### config.mk
export PLATFORM = sky130hd
export DESIGN_NAME = chk_timer_top
export DESIGN_NICKNAME = d
export VERILOG_FILES = /design/src/common/chk_timer_pkg.sv /design/src/common/chk_part_pkg.sv /design/src/rtl/chk_double_lfsr.sv /design/src/rtl/chk_redun_count.sv /design/src/chk_timer/chk_timer_regs.sv /design/src/chk_timer/chk_lfsr_timer.sv /design/src/rtl/chk_timer_top.sv
export VERILOG_INCLUDE_DIRS = /design/src /design/src/common
export SDC_FILE = /design/constraint.sdc
export NUM_CORES = 1
export LEC_CHECK = 0
export BUFFER_PORTS_ARGS = -buffer_cell sky130_fd_sc_hd__buf_2
export CELL_PAD_IN_SITES_DETAIL_PLACEMENT = 1
export CELL_PAD_IN_SITES_GLOBAL_PLACEMENT = 1
export CORE_MARGIN = 2
export CORE_UTILIZATION = 52
export DETAILED_ROUTE_END_ITERATION = 10
export HOLD_SLACK_MARGIN = 0.08
export PLACE_DENSITY_LB_ADDON = 0.1
export SYNTH_ARGS = -nofsm -noshare
export SYNTH_HDL_FRONTEND = slang
export SYNTH_SLANG_ARGS = --single-unit
### constraint.sdc
create_clock -name clk_i -period 9.02 [get_ports clk_i]
set_input_delay 1.804 -clock clk_i [delete_from_list [all_inputs] [get_ports clk_i]]
set_output_delay 1.804 -clock clk_i [all_outputs]
set_load 0.03 [all_outputs]
### src/common/chk_timer_settings.svh
// Global sizes, reseed threshold and reset seed of the check timer
`ifndef CHK_TIMER_SETTINGS_SVH
`define CHK_TIMER_SETTINGS_SVH

// Number of memory partitions served by the scheduler
`define CHK_NUM_PART 4

// LFSR and wait counter width
`define CHK_LFSR_WIDTH 40

// Entropy word width delivered by the entropy source
`define CHK_EDN_WIDTH 64

// Draws taken from the LFSR before new entropy is requested
`define CHK_RESEED_THRESHOLD 4

// Nonzero reset seed
`define CHK_LFSR_SEED 40'h5A_C3E1_9B27

`endif

### src/common/chk_timer_pkg.sv
// Check timer package with the FSM state encoding and the LFSR state type
`include "chk_timer_settings.svh"

package chk_timer_pkg;

  // LFSR state, also the width of both wait counters
  typedef logic [`CHK_LFSR_WIDTH-1:0] lfsr_state_t;

  //////////////////////////////////////////////////////////////////////
  // Control FSM
  //////////////////////////////////////////////////////////////////////

  localparam int StateWidth = 9;

  // Sparse encoding
  // Pairwise Hamming distance is 5 or 6
  // A single glitch never lands on another legal state
  typedef enum logic [StateWidth-1:0] {
    ResetSt     = 9'b010100101,
    IdleSt      = 9'b111101110,
    IntegWaitSt = 9'b100110011,
    CnstyWaitSt = 9'b001010110,
    ErrorSt     = 9'b111011001
  } timer_state_e;

endpackage

### src/common/chk_part_pkg.sv
// Partition package with per-partition vectors and the escalation word
`include "chk_timer_settings.svh"

package chk_part_pkg;

  // One bit per partition
  typedef logic [`CHK_NUM_PART-1:0] part_vec_t;

  // Multi-bit escalation word
  // Complementary nibbles, so a stuck bit never reads as EscOff
  typedef enum logic [3:0] {
    EscOn  = 4'b1010,
    EscOff = 4'b0101
  } esc_tx_t;

  // Loose test
  // Anything other than the exact off value escalates
  function automatic logic esc_active(esc_tx_t esc);
    return (esc != EscOff);
  endfunction

endpackage

### src/rtl/chk_double_lfsr.sv
// Duplicated Galois LFSR with entropy injection and a copy mismatch error
`include "chk_timer_settings.svh"

module chk_double_lfsr import chk_timer_pkg::*; (
  input  logic        clk_i,
  input  logic        rst_ni,
  input  logic        lfsr_en_i,
  input  lfsr_state_t entropy_i,
  output lfsr_state_t state_o,
  output logic        err_o
);

  // Feedback taps for x^40 + x^38 + x^21 + x^19 + 1
  localparam lfsr_state_t Taps = 40'hA0_0014_0000;

  // One right shift, with taps folded in when bit 0 falls out
  // An all-zero result would lock up, so it falls back to the seed
  function automatic lfsr_state_t lfsr_next(lfsr_state_t cur, lfsr_state_t ent);
    lfsr_state_t nxt;
    nxt = cur >> 1;
    if (cur[0]) begin
      nxt = nxt ^ Taps;
    end
    nxt = nxt ^ ent;
    if (nxt == '0) begin
      nxt = `CHK_LFSR_SEED;
    end
    return nxt;
  endfunction

  lfsr_state_t lfsr_q [2];

  // Both copies step in tandem from the same seed
  for (genvar i = 0; i < 2; i++) begin : g_copy
    always_ff @(posedge clk_i or negedge rst_ni) begin
      if (!rst_ni) begin
        lfsr_q[i] <= `CHK_LFSR_SEED;
      end else if (lfsr_en_i) begin
        lfsr_q[i] <= lfsr_next(lfsr_q[i], entropy_i);
      end
    end
  end

  assign state_o = lfsr_q[0];

  // Copies only diverge after a fault
  assign err_o = (lfsr_q[0] != lfsr_q[1]);

endmodule

### src/rtl/chk_redun_count.sv
// Redundant down counter kept as a primary and an inverted copy with a mismatch error
module chk_redun_count #(
  parameter int Width = 40
) (
  input  logic             clk_i,
  input  logic             rst_ni,
  input  logic             set_i,
  input  logic [Width-1:0] set_val_i,
  input  logic             decr_en_i,
  output logic [Width-1:0] cnt_o,
  output logic             zero_o,
  output logic             err_o
);

  logic [Width-1:0] cnt_q;
  logic [Width-1:0] cnt_n_q;

  // Primary copy counts down and stops at zero
  always_ff @(posedge clk_i or negedge rst_ni) begin
    if (!rst_ni) begin
      cnt_q <= '0;
    end else if (set_i) begin
      cnt_q <= set_val_i;
    end else if (decr_en_i && (cnt_q != '0)) begin
      cnt_q <= cnt_q - 1'b1;
    end
  end

  // Inverted copy counts up and stops at all ones
  // Own stop test, so a glitch in one copy is not mirrored
  always_ff @(posedge clk_i or negedge rst_ni) begin
    if (!rst_ni) begin
      cnt_n_q <= '1;
    end else if (set_i) begin
      cnt_n_q <= ~set_val_i;
    end else if (decr_en_i && (cnt_n_q != '1)) begin
      cnt_n_q <= cnt_n_q + 1'b1;
    end
  end

  assign cnt_o  = cnt_q;
  assign zero_o = (cnt_q == '0);
  assign err_o  = (cnt_q != ~cnt_n_q);

endmodule

### src/chk_timer/chk_timer_regs.sv
// Check timer register block with write-only configuration, write lock and trigger pulses
module chk_timer_regs (
  input  logic        clk_i,
  input  logic        rst_ni,
  input  logic        reg_we_i,
  input  logic [2:0]  reg_addr_i,
  input  logic [31:0] reg_wdata_i,
  output logic        timer_en_o,
  output logic [31:0] timeout_o,
  output logic [31:0] integ_period_msk_o,
  output logic [31:0] cnsty_period_msk_o,
  output logic        integ_trig_o,
  output logic        cnsty_trig_o
);

  // Register map
  localparam logic [2:0] AddrCtrl  = 3'd0;
  localparam logic [2:0] AddrTmo   = 3'd1;
  localparam logic [2:0] AddrInteg = 3'd2;
  localparam logic [2:0] AddrCnsty = 3'd3;
  localparam logic [2:0] AddrTrig  = 3'd4;
  localparam logic [2:0] AddrLock  = 3'd5;

  logic regwen_q;

  // Lock covers timeout and both masks, not the enable
  always_ff @(posedge clk_i or negedge rst_ni) begin
    if (!rst_ni) begin
      regwen_q           <= 1'b1;
      timer_en_o         <= 1'b0;
      timeout_o          <= '0;
      integ_period_msk_o <= '0;
      cnsty_period_msk_o <= '0;
    end else if (reg_we_i) begin
      unique case (reg_addr_i)
        AddrCtrl:  timer_en_o <= reg_wdata_i[0];
        AddrTmo:   if (regwen_q) timeout_o <= reg_wdata_i;
        AddrInteg: if (regwen_q) integ_period_msk_o <= reg_wdata_i;
        AddrCnsty: if (regwen_q) cnsty_period_msk_o <= reg_wdata_i;
        // Sticky until reset
        AddrLock:  regwen_q <= 1'b0;
        default: ;
      endcase
    end
  end

  // Triggers are not stored and last the write cycle only
  assign integ_trig_o = reg_we_i && (reg_addr_i == AddrTrig) && reg_wdata_i[0];
  assign cnsty_trig_o = reg_we_i && (reg_addr_i == AddrTrig) && reg_wdata_i[1];

endmodule

### src/chk_timer/chk_lfsr_timer.sv
// Check scheduler that draws wait periods, issues partition checks and watches timeouts
`include "chk_timer_settings.svh"

module chk_lfsr_timer import chk_timer_pkg::*; import chk_part_pkg::*; (
  input  logic                      clk_i,
  input  logic                      rst_ni,
  input  logic                      timer_en_i,
  input  logic                      prog_busy_i,
  input  logic                      integ_trig_i,
  input  logic                      cnsty_trig_i,
  input  logic [31:0]               timeout_i,
  input  logic [31:0]               integ_period_msk_i,
  input  logic [31:0]               cnsty_period_msk_i,
  input  part_vec_t                 integ_chk_ack_i,
  input  part_vec_t                 cnsty_chk_ack_i,
  input  esc_tx_t                   escalate_i,
  input  logic                      edn_ack_i,
  input  logic [`CHK_EDN_WIDTH-1:0] edn_data_i,
  output logic                      edn_req_o,
  output logic                      chk_pending_o,
  output part_vec_t                 integ_chk_req_o,
  output part_vec_t                 cnsty_chk_req_o,
  output logic                      chk_timeout_o,
  output logic                      fsm_err_o
);

  localparam int W = `CHK_LFSR_WIDTH;
  localparam int CntW = $clog2(`CHK_RESEED_THRESHOLD + 1);

  ////////////////////////////////////////////////////////////////////////
  // Reseed counter
  ////////////////////////////////////////////////////////////////////////

  logic draw_en, reseed_en;
  logic [CntW-1:0] reseed_cnt_q;

  // Draws are not counted while a reseed is outstanding
  always_ff @(posedge clk_i or negedge rst_ni) begin
    if (!rst_ni) begin
      reseed_cnt_q <= '0;
    end else if (reseed_en) begin
      reseed_cnt_q <= '0;
    end else if (draw_en && !edn_req_o) begin
      reseed_cnt_q <= reseed_cnt_q + 1'b1;
    end
  end

  // Level request while the timer keeps running
  assign edn_req_o = (reseed_cnt_q >= CntW'(`CHK_RESEED_THRESHOLD));
  assign reseed_en = edn_req_o && edn_ack_i;

  ////////////////////////////////////////////////////////////////////////
  // LFSR and wait counters
  ////////////////////////////////////////////////////////////////////////

  lfsr_state_t lfsr_state, entropy;
  logic        lfsr_err;

  // Low entropy bits only
  assign entropy = reseed_en ? edn_data_i[W-1:0] : '0;

  chk_double_lfsr u_lfsr (
    .clk_i     (clk_i),
    .rst_ni    (rst_ni),
    .lfsr_en_i (draw_en || reseed_en),
    .entropy_i (entropy),
    .state_o   (lfsr_state),
    .err_o     (lfsr_err)
  );

  logic integ_set_period, integ_set_timeout, integ_zero, integ_err;
  logic cnsty_set_period, cnsty_set_timeout, cnsty_zero, cnsty_err;
  logic cnsty_pause, timeout_zero;
  lfsr_state_t integ_mask, cnsty_mask, timeout_val, integ_set_val, cnsty_set_val;

  // 32-bit mask above eight always-set bits
  assign integ_mask   = {integ_period_msk_i, {(W-32){1'b1}}};
  assign cnsty_mask   = {cnsty_period_msk_i, {(W-32){1'b1}}};
  assign timeout_val  = {{(W-32){1'b0}}, timeout_i};
  assign timeout_zero = (timeout_i == '0);

  // Period draw on completion, timeout on entering a wait state
  assign integ_set_val = integ_set_period ? (lfsr_state & integ_mask) : timeout_val;
  assign cnsty_set_val = cnsty_set_period ? (lfsr_state & cnsty_mask) : timeout_val;

  chk_redun_count #(
    .Width (W)
  ) u_integ_cnt (
    .clk_i     (clk_i),
    .rst_ni    (rst_ni),
    .set_i     (integ_set_period || integ_set_timeout),
    .set_val_i (integ_set_val),
    .decr_en_i (1'b1),
    .cnt_o     (),
    .zero_o    (integ_zero),
    .err_o     (integ_err)
  );

  // Held while programming is busy
  chk_redun_count #(
    .Width (W)
  ) u_cnsty_cnt (
    .clk_i     (clk_i),
    .rst_ni    (rst_ni),
    .set_i     (cnsty_set_period || cnsty_set_timeout),
    .set_val_i (cnsty_set_val),
    .decr_en_i (!cnsty_pause),
    .cnt_o     (),
    .zero_o    (cnsty_zero),
    .err_o     (cnsty_err)
  );

  ////////////////////////////////////////////////////////////////////////
  // Trigger latches and request vectors
  ////////////////////////////////////////////////////////////////////////

  logic integ_trig_q, cnsty_trig_q, clr_integ_trig, clr_cnsty_trig;
  logic set_integ_reqs, set_cnsty_reqs, clr_all_reqs;
  part_vec_t integ_req_q, cnsty_req_q;
  timer_state_e state_d, state_q;
  logic chk_timeout_d;

  always_ff @(posedge clk_i or negedge rst_ni) begin
    if (!rst_ni) begin
      integ_trig_q  <= 1'b0;
      cnsty_trig_q  <= 1'b0;
      integ_req_q   <= '0;
      cnsty_req_q   <= '0;
      chk_timeout_o <= 1'b0;
      state_q       <= ResetSt;
    end else begin
      // Triggers are ignored while disabled or in error
      integ_trig_q  <= (integ_trig_q && !clr_integ_trig) ||
                       (integ_trig_i && timer_en_i && !clr_all_reqs);
      cnsty_trig_q  <= (cnsty_trig_q && !clr_cnsty_trig) ||
                       (cnsty_trig_i && timer_en_i && !clr_all_reqs);
      // Set all bits, else drop each bit on its ack
      integ_req_q   <= set_integ_reqs ? '1 :
                       clr_all_reqs   ? '0 : (integ_req_q & ~integ_chk_ack_i);
      cnsty_req_q   <= set_cnsty_reqs ? '1 :
                       clr_all_reqs   ? '0 : (cnsty_req_q & ~cnsty_chk_ack_i);
      chk_timeout_o <= chk_timeout_d;
      state_q       <= state_d;
    end
  end

  assign integ_chk_req_o = integ_req_q;
  assign cnsty_chk_req_o = cnsty_req_q;

  ////////////////////////////////////////////////////////////////////////
  // Control FSM
  ////////////////////////////////////////////////////////////////////////

  always_comb begin
    state_d           = state_q;
    chk_timeout_d     = chk_timeout_o;
    draw_en           = 1'b0;
    integ_set_period  = 1'b0;
    cnsty_set_period  = 1'b0;
    integ_set_timeout = 1'b0;
    cnsty_set_timeout = 1'b0;
    cnsty_pause       = 1'b0;
    set_integ_reqs    = 1'b0;
    set_cnsty_reqs    = 1'b0;
    clr_all_reqs      = 1'b0;
    clr_integ_trig    = 1'b0;
    clr_cnsty_trig    = 1'b0;
    chk_pending_o     = integ_trig_q || cnsty_trig_q;
    fsm_err_o         = 1'b0;

    unique case (state_q)
      // Leaves only once, when first enabled
      ResetSt: begin
        if (timer_en_i) begin
          state_d = IdleSt;
          draw_en = 1'b1;
        end
      end
      // Integrity wins when both kinds are due
      IdleSt: begin
        if ((integ_period_msk_i != '0 && integ_zero) || integ_trig_q) begin
          state_d           = IntegWaitSt;
          integ_set_timeout = 1'b1;
          set_integ_reqs    = 1'b1;
          clr_integ_trig    = 1'b1;
        end else if ((cnsty_period_msk_i != '0 && cnsty_zero) || cnsty_trig_q) begin
          state_d           = CnstyWaitSt;
          cnsty_set_timeout = 1'b1;
          set_cnsty_reqs    = 1'b1;
          clr_cnsty_trig    = 1'b1;
        end
      end
      // Wait for every partition, then draw the next period
      IntegWaitSt: begin
        chk_pending_o = 1'b1;
        if (!timeout_zero && integ_zero) begin
          state_d       = ErrorSt;
          chk_timeout_d = 1'b1;
        end else if (integ_req_q == '0) begin
          state_d          = IdleSt;
          integ_set_period = 1'b1;
          draw_en          = 1'b1;
        end
      end
      // Programming can stall reads, so the timeout holds meanwhile
      CnstyWaitSt: begin
        chk_pending_o = 1'b1;
        cnsty_pause   = prog_busy_i;
        if (!timeout_zero && cnsty_zero) begin
          state_d       = ErrorSt;
          chk_timeout_d = 1'b1;
        end else if (cnsty_req_q == '0) begin
          state_d          = IdleSt;
          cnsty_set_period = 1'b1;
          draw_en          = 1'b1;
        end
      end
      // Terminal state that drops all requests and pending triggers
      ErrorSt: begin
        clr_all_reqs   = 1'b1;
        clr_integ_trig = 1'b1;
        clr_cnsty_trig = 1'b1;
        fsm_err_o      = !chk_timeout_o;
      end
      // Illegal encoding
      default: begin
        state_d   = ErrorSt;
        fsm_err_o = 1'b1;
      end
    endcase

    // Escalation or any copy mismatch overrides everything above
    if (lfsr_err || integ_err || cnsty_err || esc_active(escalate_i)) begin
      state_d   = ErrorSt;
      fsm_err_o = 1'b1;
    end
  end

endmodule

### src/rtl/chk_timer_top.sv
// Check timer top level joining the register block to the check scheduler
`include "chk_timer_settings.svh"

module chk_timer_top import chk_part_pkg::*; (
  input  logic                      clk_i,
  input  logic                      rst_ni,
  // Register bus
  input  logic                      reg_we_i,
  input  logic [2:0]                reg_addr_i,
  input  logic [31:0]               reg_wdata_i,
  // Status from the memory controller
  input  logic                      prog_busy_i,
  input  esc_tx_t                   escalate_i,
  // Partitions
  input  part_vec_t                 integ_chk_ack_i,
  input  part_vec_t                 cnsty_chk_ack_i,
  output part_vec_t                 integ_chk_req_o,
  output part_vec_t                 cnsty_chk_req_o,
  // Entropy source
  input  logic                      edn_ack_i,
  input  logic [`CHK_EDN_WIDTH-1:0] edn_data_i,
  output logic                      edn_req_o,
  // Status
  output logic                      chk_pending_o,
  output logic                      chk_timeout_o,
  output logic                      fsm_err_o
);

  logic        timer_en, integ_trig, cnsty_trig;
  logic [31:0] timeout, integ_msk, cnsty_msk;

  chk_timer_regs u_regs (
    .clk_i              (clk_i),
    .rst_ni             (rst_ni),
    .reg_we_i           (reg_we_i),
    .reg_addr_i         (reg_addr_i),
    .reg_wdata_i        (reg_wdata_i),
    .timer_en_o         (timer_en),
    .timeout_o          (timeout),
    .integ_period_msk_o (integ_msk),
    .cnsty_period_msk_o (cnsty_msk),
    .integ_trig_o       (integ_trig),
    .cnsty_trig_o       (cnsty_trig)
  );

  chk_lfsr_timer u_timer (
    .clk_i              (clk_i),
    .rst_ni             (rst_ni),
    .timer_en_i         (timer_en),
    .prog_busy_i        (prog_busy_i),
    .integ_trig_i       (integ_trig),
    .cnsty_trig_i       (cnsty_trig),
    .timeout_i          (timeout),
    .integ_period_msk_i (integ_msk),
    .cnsty_period_msk_i (cnsty_msk),
    .integ_chk_ack_i    (integ_chk_ack_i),
    .cnsty_chk_ack_i    (cnsty_chk_ack_i),
    .escalate_i         (escalate_i),
    .edn_ack_i          (edn_ack_i),
    .edn_data_i         (edn_data_i),
    .edn_req_o          (edn_req_o),
    .chk_pending_o      (chk_pending_o),
    .integ_chk_req_o    (integ_chk_req_o),
    .cnsty_chk_req_o    (cnsty_chk_req_o),
    .chk_timeout_o      (chk_timeout_o),
    .fsm_err_o          (fsm_err_o)
  );

endmodule

==> flow_summary.yaml <==
status:
  outcome: "completed"
drt:
  drt_wl_total_um: 95920
  drtIter0Drc: 2210
  viasPerCell: 6.872
  antenna_left: 0
  vias: 21250
  first_pass_iters: 5
  avgRoutedWirePerCell_um: 31.01
  drc: 0
sta:
  fin_hold_ws_ns: 0.4967
  clock_skew_ns: 0.01746
  tightest_slew_ns: 1.297
  drv_slew: 0
  rsz0062_at_grt: "false"
  max-slew-margin-rel: 0.1319
  fin_setup_tns_ns: 0
  fmax_mhz: 166.2
  setup_viol: 0
  hold_viol_final: 0
  min_period_ns: 6.019
  finalCritPeriodShare: 0.6673
power_and_ir_drop:
  intPower_mw: 2.824
  power.density_nw_per_um2: 146.7
  p_clk_frac: 0.526
  power_frac_seq: 0.444
  peakVddDrop_uv: 134.4
  power_frac_comb: 0.030
  leakage_nw: 10.34
  p_sw_frac: 0.2286
  p_sw_mw: 0.8366
clock_network:
  worstSkewPairLatency_ns: 0.58
  htreeDepth: 2
  clk_pin_slew_ns: 0.06
  cts_setup_buffers: 0
  cts_sinks: 361
  cts_tree: "done"
  cts_resized: 0
  hold_buffers: 0
  clock_path_buffers: 3
  cts_buffers: 43
  clockRootBuffer: "clkbuf_16"
setup_path:
  slowest_stage: "nor4_1"
  cp_slowest_stage_delay_ns: 0.79
  path_cells: "buf_2 > nand2_1 > nor4_1 > nand4_1 > or4_1 > nor4_2 > buf_4 > nand2_1 > buf_2"
  ff2ff_setup_slack_ns: 3.73
  cp_top_family: "simple AND/OR/NAND/NOR gates"
  path_class: "input pin to output pin"
  end_kind: "output pin"
  startpoint_type: "input pin"
  crit_buf_inv: 3
  critPathMaxFanout: 9
  arrival_ns: 4.21
  required_ns: 7.22
layout:
  drive_gt1_frac: 0.2093
  post-route-util: 0.5804
  multi_input_area_um2: 12580
  final_nets: 2598
  regArea_um2: 9193
  diodes: 0
  n_fill_cell: 4949
  synthToLayoutAreaGrowth_pct: 10.39
synth:
  synth_commonest_cells: "nor2_1 (255), dfrtp_1 (234), nand2_1 (169), nand3_1 (162), xnor2_1 (162)"
  syn_avg_cell_area_um2: 9.083
  synth_edf_count: 0
  postSynthCellCount: 2488
  synthArstFlopShare: 1.000
  ys_types: 90
  yosys-top-cells-area: "dfrtp_1 (26%), dfstp_2 (15%), xnor2_1 (6.3%), xor2_1 (5.9%), mux2_2 (5.1%)"
  synthMostInstantiatedCell: "nor2_1"
  yosys.area.top_type: "dfrtp_1"
  syn_area_um2: 22600
  synth-seq-cells: 361
  yosysTopAreaCellShare: 0.2591
  ys_seq_area_frac: 0.4068
  synthFlopType: "dfrtp_1"
  synth_nets: 2612
  ys_warn_count: 0
grt:
  grt_usage: 0.4299
  grt_overflow: 0
  grt_pass1_vias: 21410
  grt_pass1_wl_um: 142200
  antenna_found_initial: 2
  grt_max_degree: 127
run:
  cap_violations: 0
floorplan:
  pin_count: 128
  die_x_um: 212.5
  start_util: 0.5258
  core_region_area_um2: 42980
  rows: 76
  die_h_um: 212.5
  die_area_um2: 45140
min_path:
  hold_class: "flop to flop"
placement:
  port_buffers: 103
  gp_congestion: 1.036
  hpwlAfterDp_um: 70820
## sequential cells by signal (all words and copies together), names as in the netlist
name / cells
u_timer.state_q: 9
u_timer.u_integ_cnt.cnt_n_q: 40
u_timer.cnsty_chk_req_o: 4
u_timer.u_lfsr.lfsr_q: 40
u_timer.u_integ_cnt.cnt_o: 40
u_timer.cnsty_trig_q: 1
u_timer.reseed_cnt_q: 3
u_timer.integ_chk_req_o: 4
u_regs.timeout_o: 32
u_timer.integ_trig_q: 1
u_timer.u_cnsty_cnt.cnt_n_q: 40
u_regs.regwen_q: 1
u_regs.cnsty_period_msk_o: 32
u_regs.integ_period_msk_o: 32
u_timer.u_cnsty_cnt.cnt_o: 40
u_timer.chk_timeout_o: 1
u_regs.timer_en_o: 1
u_timer.u_lfsr.state_o: 40
## placed cells by master, fill, tap and decap left out, drive strengths merged, types with 19 or more instances in the layout
master  netlist  routed
a21boi       19      19
a21oi       111     111
a31oi        49      49
and3         29      29
buf          42     140
clkbuf      157      60
dfrtp       234     234
dfstp       127     127
inv          20      20
mux2        103     103
nand2       170     170
nand3       162     162
nand4        69      69
nor2        255     255
nor3         72      72
nor4         90      90
nor4bb       30      30
o21a         20      20
o21ai       103     103
o221a        36      36
o32ai        31      31
or3          23      23
xnor2       162     162
xor2        153     153
## power groups by stage
| stage | logic, mW | registers, mW | clock network (mW) |
|---|---|---|---|
| final | 0.109 | 1.62 | 1.93 |
| after global routing | 0.120 | 1.62 | 1.99 |
| after CTS | 0.109 | 1.62 | 1.93 |
| after detailed placement | 0.108 | 1.65 | 0 |
| after global placement | 0.103 | 1.65 | 0 |
| after floorplan | 0.0333 | 1.65 | 0 |
## logic make-up after synthesis
logic type / share of synthesized area
simple gates: 0.2244
compound gates: 0.1463
flops: 0.4068
xor+xnor: 0.1221
buf+inv: 0.03853
mux: 0.05752
fa+ha+maj: 0.004429
## path summary, 6_finish.rpt
kind                            cells past startpoint                                 startpoint                                           to
min in group asynchronous                           1                                     rst_ni             u_regs.timeout_o[29]$_DFFE_PN0P_
worst max register to register                      9           u_regs.timeout_o[19]$_DFFE_PN0P_       u_timer.u_lfsr.state_o[25]$_DFFE_PN1P_
worst max-delay path                                9                              escalate_i[2]                                    fsm_err_o
worst min register to register                      1  u_regs.integ_period_msk_o[23]$_DFFE_PN0P_  u_timer.u_integ_cnt.cnt_n_q[31]$_DFFE_PN1P_
worst min-delay path                                1  u_regs.integ_period_msk_o[23]$_DFFE_PN0P_  u_timer.u_integ_cnt.cnt_n_q[31]$_DFFE_PN1P_
max in group asynchronous                           2                                     rst_ni    u_regs.integ_period_msk_o[14]$_DFFE_PN0P_
## layout make-up
type / instances / area share
Multi-Input combinational cell: 1908 / 0.5045
Inverter: 20 / 0.003009
Tap cell: 585 / 0.02934
Sequential cell: 361 / 0.3685
Clock buffer: 60 / 0.05181
Clock inverter: 19 / 0.01018
Timing Repair Buffer: 140 / 0.03270
## metrics by stage
| step | cells | power (mW) | setup slack, ns | instance area, um2 |
|---|---|---|---|---|
| global route | 3093 | 3.736 | 2.932 | 24950 |
| floorplan | 2488 | 1.685 | 3.775 | 22600 |
| global placement | 3014 | 1.755 | 3.199 | 23400 |
| detailed placement | 3014 | 1.760 | 3.142 | 23400 |
| CTS | 3093 | 3.666 | 3.106 | 24950 |
| finish | 3093 | 3.660 | 3.001 | 24950 |
## metal layers
metal  up-vias  GRT usage  share of wire
met4         4     0.2474          0.066
met2      1060     0.6478           0.44
met3       279    0.08612          0.093
met1     10910     0.5762           0.40
li1       8999          -              -
met5         -          0        0.00024
Note: power is estimated with default switching activity, not from simulation.
